$ cat config.mk
export PLATFORM = sky130hd
export DESIGN_NAME = fetch_top
export DESIGN_NICKNAME = d
export VERILOG_FILES = /design/src/common/mem_bus_pkg.sv /design/src/common/fetch_pkg.sv /design/src/verilog/fetch_pc.sv /design/src/icache/icache_array.sv /design/src/icache/icache_miss_fsm.sv /design/src/verilog/if_id_reg.sv /design/src/verilog/fetch_top.sv
export VERILOG_INCLUDE_DIRS = /design/src /design/src/common
export SDC_FILE = /design/constraint.sdc
export NUM_CORES = 2
export LEC_CHECK = 0
export ABC_AREA = 1
export CORE_ASPECT_RATIO = 1.1
export CORE_MARGIN = 4
export CORE_UTILIZATION = 30
export DETAILED_ROUTE_END_ITERATION = 7
export DONT_BUFFER_PORTS = 1
export SYNTH_ARGS = -nofsm -noshare
export SYNTH_HDL_FRONTEND = slang
export SYNTH_SLANG_ARGS = --single-unit
$ cat constraint.sdc
create_clock -name clock -period 18.1 [get_ports clock]
set_input_delay 1.81 -clock clock [delete_from_list [all_inputs] [get_ports clock]]
set_output_delay 1.81 -clock clock [all_outputs]
set_load 0.02 [all_outputs]
$ cat src/common/fetch_defs.svh
`ifndef FETCH_DEFS_SVH
`define FETCH_DEFS_SVH

//////////////////////
// datapath widths
//////////////////////

// address and instruction width
`define XLEN         32
// one memory block, one cache line
`define BLOCK_BITS   64
// memory response and reply tags
`define MEM_TAG_BITS 4

//////////////////////
// icache geometry
//////////////////////

`define ICACHE_LINES 32
`define INDEX_BITS   5
`define OFFSET_BITS  3
// tag is whatever is left above index and offset, 24 bits
`define CTAG_BITS    (`XLEN - `INDEX_BITS - `OFFSET_BITS)

//////////////////////
// fetch constants
//////////////////////

`define RESET_PC     32'h0000_0000
// addi x0, x0, 0
`define NOP_INST     32'h0000_0013

`endif

$ cat src/common/mem_bus_pkg.sv
package mem_bus_pkg;

	//////////////////////
	// memory bus encoding
	//////////////////////

	// command driven on proc2mem_command
	// store kept so the encoding matches the bus, fetch never issues it
	typedef enum logic [1:0] {
		bus_none  = 2'h0,
		bus_load  = 2'h1,
		bus_store = 2'h2
	} bus_command_e;

endpackage

$ cat src/common/fetch_pkg.sv
package fetch_pkg;

	//////////////////////
	// icache refill FSM
	//////////////////////

	// miss_idle     no refill outstanding, watching for a miss
	// miss_request  load on the bus, waiting for a nonzero response
	// miss_wait     request accepted, waiting for the matching reply tag
	typedef enum logic [1:0] {
		miss_idle    = 2'h0,
		miss_request = 2'h1,
		miss_wait    = 2'h2
	} miss_state_e;

endpackage

$ cat src/verilog/fetch_pc.sv
`timescale 1ns/1ps

`include "fetch_defs.svh"

module fetch_pc (
	input  logic             clock,
	input  logic             reset,
	input  logic             stall,
	input  logic             redirect,
	input  logic [`XLEN-1:0] redirect_pc,
	input  logic             hit,
	output logic [`XLEN-1:0] fetch_pc_addr
);

	logic [`XLEN-1:0] pc;

	//////////////////////
	// program counter
	//////////////////////

	// redirect beats stall, stall beats advance
	always_ff @(posedge clock) begin
		if (reset) begin
			pc <= `RESET_PC;
		end else if (redirect) begin
			pc <= redirect_pc;
		end else if (hit && !stall) begin
			// next sequential instruction
			pc <= pc + `XLEN'd4;
		end
	end

	// on a miss the PC sits still until the line is filled
	assign fetch_pc_addr = pc;

	// redirect targets come from outside, so alignment is checked here
	assert property (@(posedge clock) disable iff (reset)
		fetch_pc_addr[1:0] == 2'b00)
		else $error("fetch PC not word aligned");

endmodule

$ cat src/icache/icache_array.sv
`timescale 1ns/1ps

`include "fetch_defs.svh"

module icache_array (
	input  logic                      clock,
	input  logic                      reset,
	input  logic [`XLEN-1:0]          fetch_pc_addr,
	input  logic                      fill_en,
	input  logic [`XLEN-1:0]          fill_addr,
	input  logic [`BLOCK_BITS-1:0]    fill_data,
	input  fetch_pkg::miss_state_e    miss_state,
	output logic                      hit,
	output logic [`XLEN-1:0]          hit_inst
);

	//////////////////////
	// line storage
	//////////////////////

	// valid bits are control state, tags and data are payload
	logic [`ICACHE_LINES-1:0] valid;
	logic [`CTAG_BITS-1:0]    tag_mem  [`ICACHE_LINES];
	logic [`BLOCK_BITS-1:0]   data_mem [`ICACHE_LINES];

	// split of the fetch address
	logic [`INDEX_BITS-1:0]   rd_index;
	logic [`CTAG_BITS-1:0]    rd_tag;
	logic [`BLOCK_BITS-1:0]   rd_line;

	// split of the refill address
	logic [`INDEX_BITS-1:0]   fill_index;
	logic [`CTAG_BITS-1:0]    fill_tag;

	assign rd_index   = fetch_pc_addr[`OFFSET_BITS +: `INDEX_BITS];
	assign rd_tag     = fetch_pc_addr[`XLEN-1 -: `CTAG_BITS];
	assign fill_index = fill_addr[`OFFSET_BITS +: `INDEX_BITS];
	assign fill_tag   = fill_addr[`XLEN-1 -: `CTAG_BITS];

	//////////////////////
	// lookup
	//////////////////////

	// combinational read, same cycle as the PC
	assign rd_line  = data_mem[rd_index];
	assign hit      = valid[rd_index] && (tag_mem[rd_index] == rd_tag);
	// bit 2 picks the word: low half for 0, high half for 1
	assign hit_inst = fetch_pc_addr[2] ? rd_line[`BLOCK_BITS-1:`XLEN] : rd_line[`XLEN-1:0];

	//////////////////////
	// refill write
	//////////////////////

	always_ff @(posedge clock) begin
		if (reset) begin
			valid <= '0;
		end else if (fill_en) begin
			valid[fill_index] <= 1'b1;
		end
	end

	// a later fill to the same index just overwrites the line
	always_ff @(posedge clock) begin
		if (fill_en) begin
			tag_mem[fill_index]  <= fill_tag;
			data_mem[fill_index] <= fill_data;
		end
	end

	// the FSM only writes once it has an accepted, matching reply
	assert property (@(posedge clock) disable iff (reset)
		fill_en |-> (miss_state == fetch_pkg::miss_wait))
		else $error("icache fill outside miss_wait");

endmodule

$ cat src/icache/icache_miss_fsm.sv
`timescale 1ns/1ps

`include "fetch_defs.svh"

module icache_miss_fsm (
	input  logic                         clock,
	input  logic                         reset,
	input  logic                         hit,
	input  logic [`XLEN-1:0]             fetch_pc_addr,
	input  logic [`MEM_TAG_BITS-1:0]     mem2proc_response,
	input  logic [`MEM_TAG_BITS-1:0]     mem2proc_tag,
	input  logic [`BLOCK_BITS-1:0]       mem2proc_data,
	output mem_bus_pkg::bus_command_e    proc2mem_command,
	output logic [`XLEN-1:0]             proc2mem_addr,
	output logic                         fill_en,
	output logic [`XLEN-1:0]             fill_addr,
	output logic [`BLOCK_BITS-1:0]       fill_data,
	output fetch_pkg::miss_state_e       miss_state
);

	fetch_pkg::miss_state_e     state;
	fetch_pkg::miss_state_e     next_state;

	// block address of the line being refilled
	logic [`XLEN-1:0]           req_addr;
	// tag the memory handed back when it took the load
	logic [`MEM_TAG_BITS-1:0]   req_tag;
	logic                       reply_match;

	//////////////////////
	// next state
	//////////////////////

	// kept tag is never zero once in miss_wait
	assign reply_match = (state == fetch_pkg::miss_wait) && (mem2proc_tag == req_tag);

	always_comb begin
		next_state = state;
		case (state)
			fetch_pkg::miss_idle:    if (!hit) next_state = fetch_pkg::miss_request;
			fetch_pkg::miss_request: if (mem2proc_response != '0) next_state = fetch_pkg::miss_wait;
			fetch_pkg::miss_wait:    if (reply_match) next_state = fetch_pkg::miss_idle;
			default:                 next_state = fetch_pkg::miss_idle;
		endcase
	end

	// redirect is not looked at here, an in-flight refill always completes
	always_ff @(posedge clock) begin
		if (reset) begin
			state <= fetch_pkg::miss_idle;
		end else begin
			state <= next_state;
		end
	end

	//////////////////////
	// request latches
	//////////////////////

	always_ff @(posedge clock) begin
		// snapshot the missing block, low offset bits dropped
		if (state == fetch_pkg::miss_idle && !hit) begin
			req_addr <= {fetch_pc_addr[`XLEN-1:`OFFSET_BITS], {`OFFSET_BITS{1'b0}}};
		end
		// accepting edge
		if (state == fetch_pkg::miss_request && mem2proc_response != '0) begin
			req_tag <= mem2proc_response;
		end
	end

	//////////////////////
	// bus and fill side
	//////////////////////

	assign proc2mem_command = (state == fetch_pkg::miss_request) ? mem_bus_pkg::bus_load
	                                                              : mem_bus_pkg::bus_none;
	assign proc2mem_addr    = req_addr;
	assign fill_en          = reply_match;
	assign fill_addr        = req_addr;
	assign fill_data        = mem2proc_data;
	assign miss_state       = state;

	// an unaccepted request must hold its address
	assert property (@(posedge clock) disable iff (reset)
		(state == fetch_pkg::miss_request && mem2proc_response == '0)
			|=> $stable(proc2mem_addr))
		else $error("request address moved before acceptance");

	// once the load is taken the bus goes quiet, one refill at a time
	assert property (@(posedge clock) disable iff (reset)
		(proc2mem_command == mem_bus_pkg::bus_load && mem2proc_response != '0)
			|=> (proc2mem_command == mem_bus_pkg::bus_none))
		else $error("bus command still driven after acceptance");

endmodule

$ cat src/verilog/if_id_reg.sv
`timescale 1ns/1ps

`include "fetch_defs.svh"

module if_id_reg (
	input  logic             clock,
	input  logic             reset,
	input  logic             stall,
	input  logic             redirect,
	input  logic             hit,
	input  logic [`XLEN-1:0] hit_inst,
	input  logic [`XLEN-1:0] fetch_pc_addr,
	output logic [`XLEN-1:0] if_id_inst,
	output logic [`XLEN-1:0] if_id_pc,
	output logic             if_id_valid
);

	logic clear;

	//////////////////////
	// IF/ID register
	//////////////////////

	// a miss while not stalled leaves a bubble
	assign clear = reset || redirect || (!hit && !stall);

	always_ff @(posedge clock) begin
		if (clear) begin
			// bubble: NOP with valid low
			if_id_inst  <= `NOP_INST;
			if_id_pc    <= '0;
			if_id_valid <= 1'b0;
		end else if (!stall) begin
			// hit is high here, so the word is good
			if_id_inst  <= hit_inst;
			if_id_pc    <= fetch_pc_addr;
			if_id_valid <= 1'b1;
		end
		// stall: everything held
	end

endmodule

$ cat src/verilog/fetch_top.sv
`timescale 1ns/1ps

`include "fetch_defs.svh"

module fetch_top (
	input  logic                         clock,
	input  logic                         reset,
	input  logic                         stall,
	input  logic                         redirect,
	input  logic [`XLEN-1:0]             redirect_pc,
	input  logic [`MEM_TAG_BITS-1:0]     mem2proc_response,
	input  logic [`MEM_TAG_BITS-1:0]     mem2proc_tag,
	input  logic [`BLOCK_BITS-1:0]       mem2proc_data,
	output mem_bus_pkg::bus_command_e    proc2mem_command,
	output logic [`XLEN-1:0]             proc2mem_addr,
	output logic [`XLEN-1:0]             if_id_inst,
	output logic [`XLEN-1:0]             if_id_pc,
	output logic                         if_id_valid
);

	// PC to cache and IF/ID
	logic [`XLEN-1:0]         fetch_pc_addr;
	// cache lookup result
	logic                     hit;
	logic [`XLEN-1:0]         hit_inst;
	// refill path, FSM to array
	logic                     fill_en;
	logic [`XLEN-1:0]         fill_addr;
	logic [`BLOCK_BITS-1:0]   fill_data;
	fetch_pkg::miss_state_e   miss_state;

	//////////////////////
	// fetch PC
	//////////////////////

	fetch_pc i_fetch_pc (
		.clock         (clock),
		.reset         (reset),
		.stall         (stall),
		.redirect      (redirect),
		.redirect_pc   (redirect_pc),
		.hit           (hit),
		.fetch_pc_addr (fetch_pc_addr)
	);

	//////////////////////
	// icache
	//////////////////////

	icache_array i_icache_array (
		.clock         (clock),
		.reset         (reset),
		.fetch_pc_addr (fetch_pc_addr),
		.fill_en       (fill_en),
		.fill_addr     (fill_addr),
		.fill_data     (fill_data),
		.miss_state    (miss_state),
		.hit           (hit),
		.hit_inst      (hit_inst)
	);

	// only the I-side talks to memory
	icache_miss_fsm i_icache_miss_fsm (
		.clock             (clock),
		.reset             (reset),
		.hit               (hit),
		.fetch_pc_addr     (fetch_pc_addr),
		.mem2proc_response (mem2proc_response),
		.mem2proc_tag      (mem2proc_tag),
		.mem2proc_data     (mem2proc_data),
		.proc2mem_command  (proc2mem_command),
		.proc2mem_addr     (proc2mem_addr),
		.fill_en           (fill_en),
		.fill_addr         (fill_addr),
		.fill_data         (fill_data),
		.miss_state        (miss_state)
	);

	//////////////////////
	// IF/ID
	//////////////////////

	if_id_reg i_if_id_reg (
		.clock         (clock),
		.reset         (reset),
		.stall         (stall),
		.redirect      (redirect),
		.hit           (hit),
		.hit_inst      (hit_inst),
		.fetch_pc_addr (fetch_pc_addr),
		.if_id_inst    (if_id_inst),
		.if_id_pc      (if_id_pc),
		.if_id_valid   (if_id_valid)
	);

endmodule

==> results_dict.tcl <==
set metrics [dict create \
    worst_setup_path_end_kind "flip-flop" \
    routability_congestion_estimate 0.815 \
    hold_fix_buffers_cts 0 \
    die-area_um2 402000 \
    tightestPinTransition_ns 1.34 \
    run_status "complete, no violations" \
    start_kind "flip-flop" \
    yosys.cell_count.top_type "sky130_fd_sc_hd__edfxtp_1" \
    grt_util_met2 0.269 \
    vdd.ir_drop.worst_mv 0.0709 \
    post_cts_buffers 0 \
    wire_per_inst_um 24.8 \
    floorplan.core_area_um2 389000 \
    post_synth_most_frequent_cells "sky130_fd_sc_hd__edfxtp_1, sky130_fd_sc_hd__nor2_1, sky130_fd_sc_hd__o21ai_0, sky130_fd_sc_hd__nand2_1, sky130_fd_sc_hd__nand3_1" \
    critical_path.reg2reg.endpoint "i_if_id_reg.if_id_inst[14]" \
    vias_per_std_cell 5.30 \
    synthTopCellsByArea "sky130_fd_sc_hd__edfxtp_1, sky130_fd_sc_hd__o21ai_0, sky130_fd_sc_hd__nor2_1, sky130_fd_sc_hd__nand2_1, sky130_fd_sc_hd__nand3_1" \
    chipWidth_um 605 \
    fill_cells 37800 \
    buffer_ports.inserted 0 \
    number_of_synthesized_register_bits 2985 \
    fp.dieH_um 665 \
    clock_latency_ns 0.87 \
    regToRegSetupSlack_ns 11.96 \
    timing.setup.critical_path_class "reg -> reg" \
    drv_slew 0 \
    cts_inserted_buffers 299 \
    synth_top_area_frac 0.727 \
    power.density_nw_per_um2 111 \
    worst-endpoint-arrival_ns 6.88 \
    antenna_found_initial 8 \
    critical_path_required_ns 18.84 \
    ys_types 45 \
    clk_pin_slew_ns 0.06 \
    dp_cells 14000 \
    postSynth.asyncResetShare 0 \
    critPathSlowestCell "sky130_fd_sc_hd__buf_4" \
    fin_setup_tns_ns 0 \
    dp.final_hpwl_mm 179 \
    critical_path.max_fanout 77 \
    detail_route.first_pass.iterations 8 \
    timing.hold.ws_ns 0.465 \
    final_nets 9179 \
    grt_util_all_layers 0.171 \
    rsz_0062_raised_after_global_routing "false" \
    floorplan.io_pins 207 \
    routed_wl_mm 360 \
    yosys.area.top_type "sky130_fd_sc_hd__edfxtp_1" \
    setup_viol 0 \
    timing.final.crit_period_ns 6.14 \
    total_power_mw 14.6 \
    relSlewSlack 0.105 \
    clk_root_buffer_cell "sky130_fd_sc_hd__clkbuf_16" \
    timing.critical_path.max_delay_family "buffers and inverters" \
    synth_sequential_area_ratio 0.750 \
    path_buf_inv 3 \
    antenna_violating_nets_post_route 0 \
    drive_above_1_share 0.0668 \
    grt_use_met1 0.243 \
    worst_hold_path_type "reg -> reg" \
    syn_avg_cell_area_um2 12.7 \
    mappedNetlistArea_um2 118000 \
    clock-skew-final_ns 0.0587 \
    reg2regPathDepth 18 \
    ys_warn_count 0 \
    timing.hold.worst.start "i_icache_array.valid[29]" \
    post_route_cell_area_um2 132000 \
    met3_usage 0.0340 \
    grt_start_max_net_pins 202 \
    total_leakage_power_nw 42.5 \
    cell_depth_of_the_worst_hold_path 1 \
    remaining_drc_errors 0 \
    via_count_of_the_first_global_routing_pass 71700 \
    max-clock-path-buffers 4 \
    htreeDepth 5 \
    timing.hold.worst_endpoint "i_icache_array.valid[29]" \
    number_of_enable_flip_flop_cells_after_synthesis 2849 \
    post_synth_inst_count 9267 \
    quantity_of_gates_resized_following_cts 0 \
    grt.overflow.total 0 \
    post-route-period-util 0.339 \
    detailed_place.area_um2 123000 \
    syn2layout_area_growth_pct 12.4 \
    fin_cells 14500 \
    detailroute.via_count 76900 \
    clock_tree_from_tritoncts "yes" \
    post_synth_top_flop "sky130_fd_sc_hd__edfxtp_1" \
    globalRoute.busiestLayer "met2" \
    initial_utilization 0.302 \
    cpMostUsedCell "sky130_fd_sc_hd__nand2_1" \
    tritoncts_num_sinks 2985 \
    rows 240 \
    maxClockFrequency_mhz 163 \
    grt_first_pass_wirelength_mm 515 \
    finalHoldViolCount 0 \
    worst_path_cell_trace "buf_4 -> buf_4 -> buf_4 -> nand2_1 -> nand3_1 -> nand3_1 -> nand2_1 -> nand2_1 -> nand3_1 -> nand2_1 -> nand2_1 -> nand2_1 -> nor2_1 -> nand3_1 -> nor2_4 -> a21o_1 -> nand2_4 -> a21oi_1" \
    crit_path_max_incr_delay_ns 0.79 \
    detailedRoute.firstIterationViolations 10400 \
    timing.max_cap.violations 0 \
]
-- routing by layer --
| metal | up-vias | part of all wire |
|---|---|---|
| met5 | - | 0 |
| met4 | 0 | 0.025 |
| met3 | 555 | 0.098 |
| met2 | 3731 | 0.46 |
| met1 | 38900 | 0.42 |
| li1 | 33700 | - |
-- layout make-up --
type,instances,area (um2),share of cell area
sequential,2985,88300,0.668
multi-input combinational,5549,26300,0.199
clock buffer,404,8380,0.0634
tap,5203,6510,0.0492
timing repair buffer,161,1420,0.0107
clock inverter,121,1040,0.00789
inverter,74,324,0.00245
antenna,5,12.5,0.0000946
-- placed cells by master, fill, tap and decap left out, drive strengths merged --
cell	Yosys	layout
edfxtp	2849	2849
nor2	1489	1489
o21ai	1306	1306
nand2	1123	1123
nand3	790	790
o22ai	472	472
clkbuf	376	404
buf	286	161
dfxtp	136	136
o221ai	118	118
clkinv	1	95
a21oi	83	83
inv	73	79
o211ai	44	44
o21a	30	30
xor2	17	17
bufinv	0	16
o32ai	14	14
o311ai	13	13
nor3	12	12
nand4	7	7
a31oi	6	6
diode	0	5
o21bai	5	5
clkinvlp	0	5
o31ai	4	4
conb	1	4
mux2i	3	3
or2	2	2
nor4	2	2
nand3b	2	2
a2111o	1	1
a21o	1	1
ha	1	1
-- stage by stage --
stage / setup WS (ns) / utilization
detailed placement: 11.47 / 0.315
finish: 11.96 / 0.340
global placement: 11.52 / 0.315
floorplan: 10.74 / -
CTS: 12.08 / 0.340
global route: 11.56 / 0.340
-- cell families after synthesis --
logic type / Yosys count / share of synthesized area
AOI/OAI and AO/OA: 2097 / 0.101
DFF: 2985 / 0.750
adders and majority gates: 1 / 0.000106
xor gates and xnor gates: 17 / 0.00127
muxes: 3 / 0.000255
and+or+nand+nor: 3427 / 0.119
buffers and inverters: 736 / 0.0287
other: 1 / 0.0000319
-- sequential cells by signal (all words and copies together), names as in the netlist, named ones only --
| register | count |
|---|---|
| i_fetch_pc.fetch_pc_addr | 32 |
| i_icache_array.data_mem | 2048 |
| i_icache_array.tag_mem | 768 |
| i_icache_array.valid | 32 |
| i_icache_miss_fsm.fill_addr | 29 |
| i_icache_miss_fsm.miss_state | 2 |
| i_icache_miss_fsm.req_tag | 4 |
| i_if_id_reg.if_id_inst | 32 |
| i_if_id_reg.if_id_pc | 32 |
| i_if_id_reg.if_id_valid | 1 |
-- worst max path at each step --
stage / from / end / slack (ns) / depth (start not counted)
2_1_floorplan: mem2proc_tag[1] / i_icache_array.data_mem[28][0] / 10.74 / 5
3_3_place_gp: mem2proc_tag[1] / i_icache_array.data_mem[20][9] / 11.52 / 7
3_5_place_dp: mem2proc_tag[1] / i_icache_array.data_mem[14][30] / 11.47 / 7
4_1_cts: flip-flop / i_if_id_reg.if_id_inst[14] / 12.08 / 18
5_1_grt: flip-flop / i_if_id_reg.if_id_inst[14] / 11.56 / 18
6_report: flip-flop / i_if_id_reg.if_id_inst[14] / 11.96 / 18
-- worst reg2reg max path, stage by stage (launching register included) --
cell                      delay [ns]
sky130_fd_sc_hd__dfxtp_4        0.74
sky130_fd_sc_hd__buf_4          0.72
sky130_fd_sc_hd__buf_4          0.80
sky130_fd_sc_hd__buf_4          0.80
sky130_fd_sc_hd__nand2_1        0.13
sky130_fd_sc_hd__nand3_1        0.12
sky130_fd_sc_hd__nand3_1        0.09
sky130_fd_sc_hd__nand2_1        0.13
sky130_fd_sc_hd__nand2_1        0.06
sky130_fd_sc_hd__nand3_1        0.10
sky130_fd_sc_hd__nand2_1        0.23
sky130_fd_sc_hd__nand2_1        0.13
sky130_fd_sc_hd__nand2_1        0.05
sky130_fd_sc_hd__nor2_1         0.16
sky130_fd_sc_hd__nand3_1        0.14
sky130_fd_sc_hd__nor2_4         0.20
sky130_fd_sc_hd__a21o_1         0.28
sky130_fd_sc_hd__nand2_4        0.69
sky130_fd_sc_hd__a21oi_1        0.50
-- report_power, final --
| part | internal (mW) | total [mW] | switching (mW) |
|---|---|---|---|
| Combinational | 0.215 | 0.872 | 0.656 |
| Clock | 3.48 | 6.05 | 2.58 |
| Sequential | 7.64 | 7.69 | 0.0534 |
(Power assumes the default switching activity.)
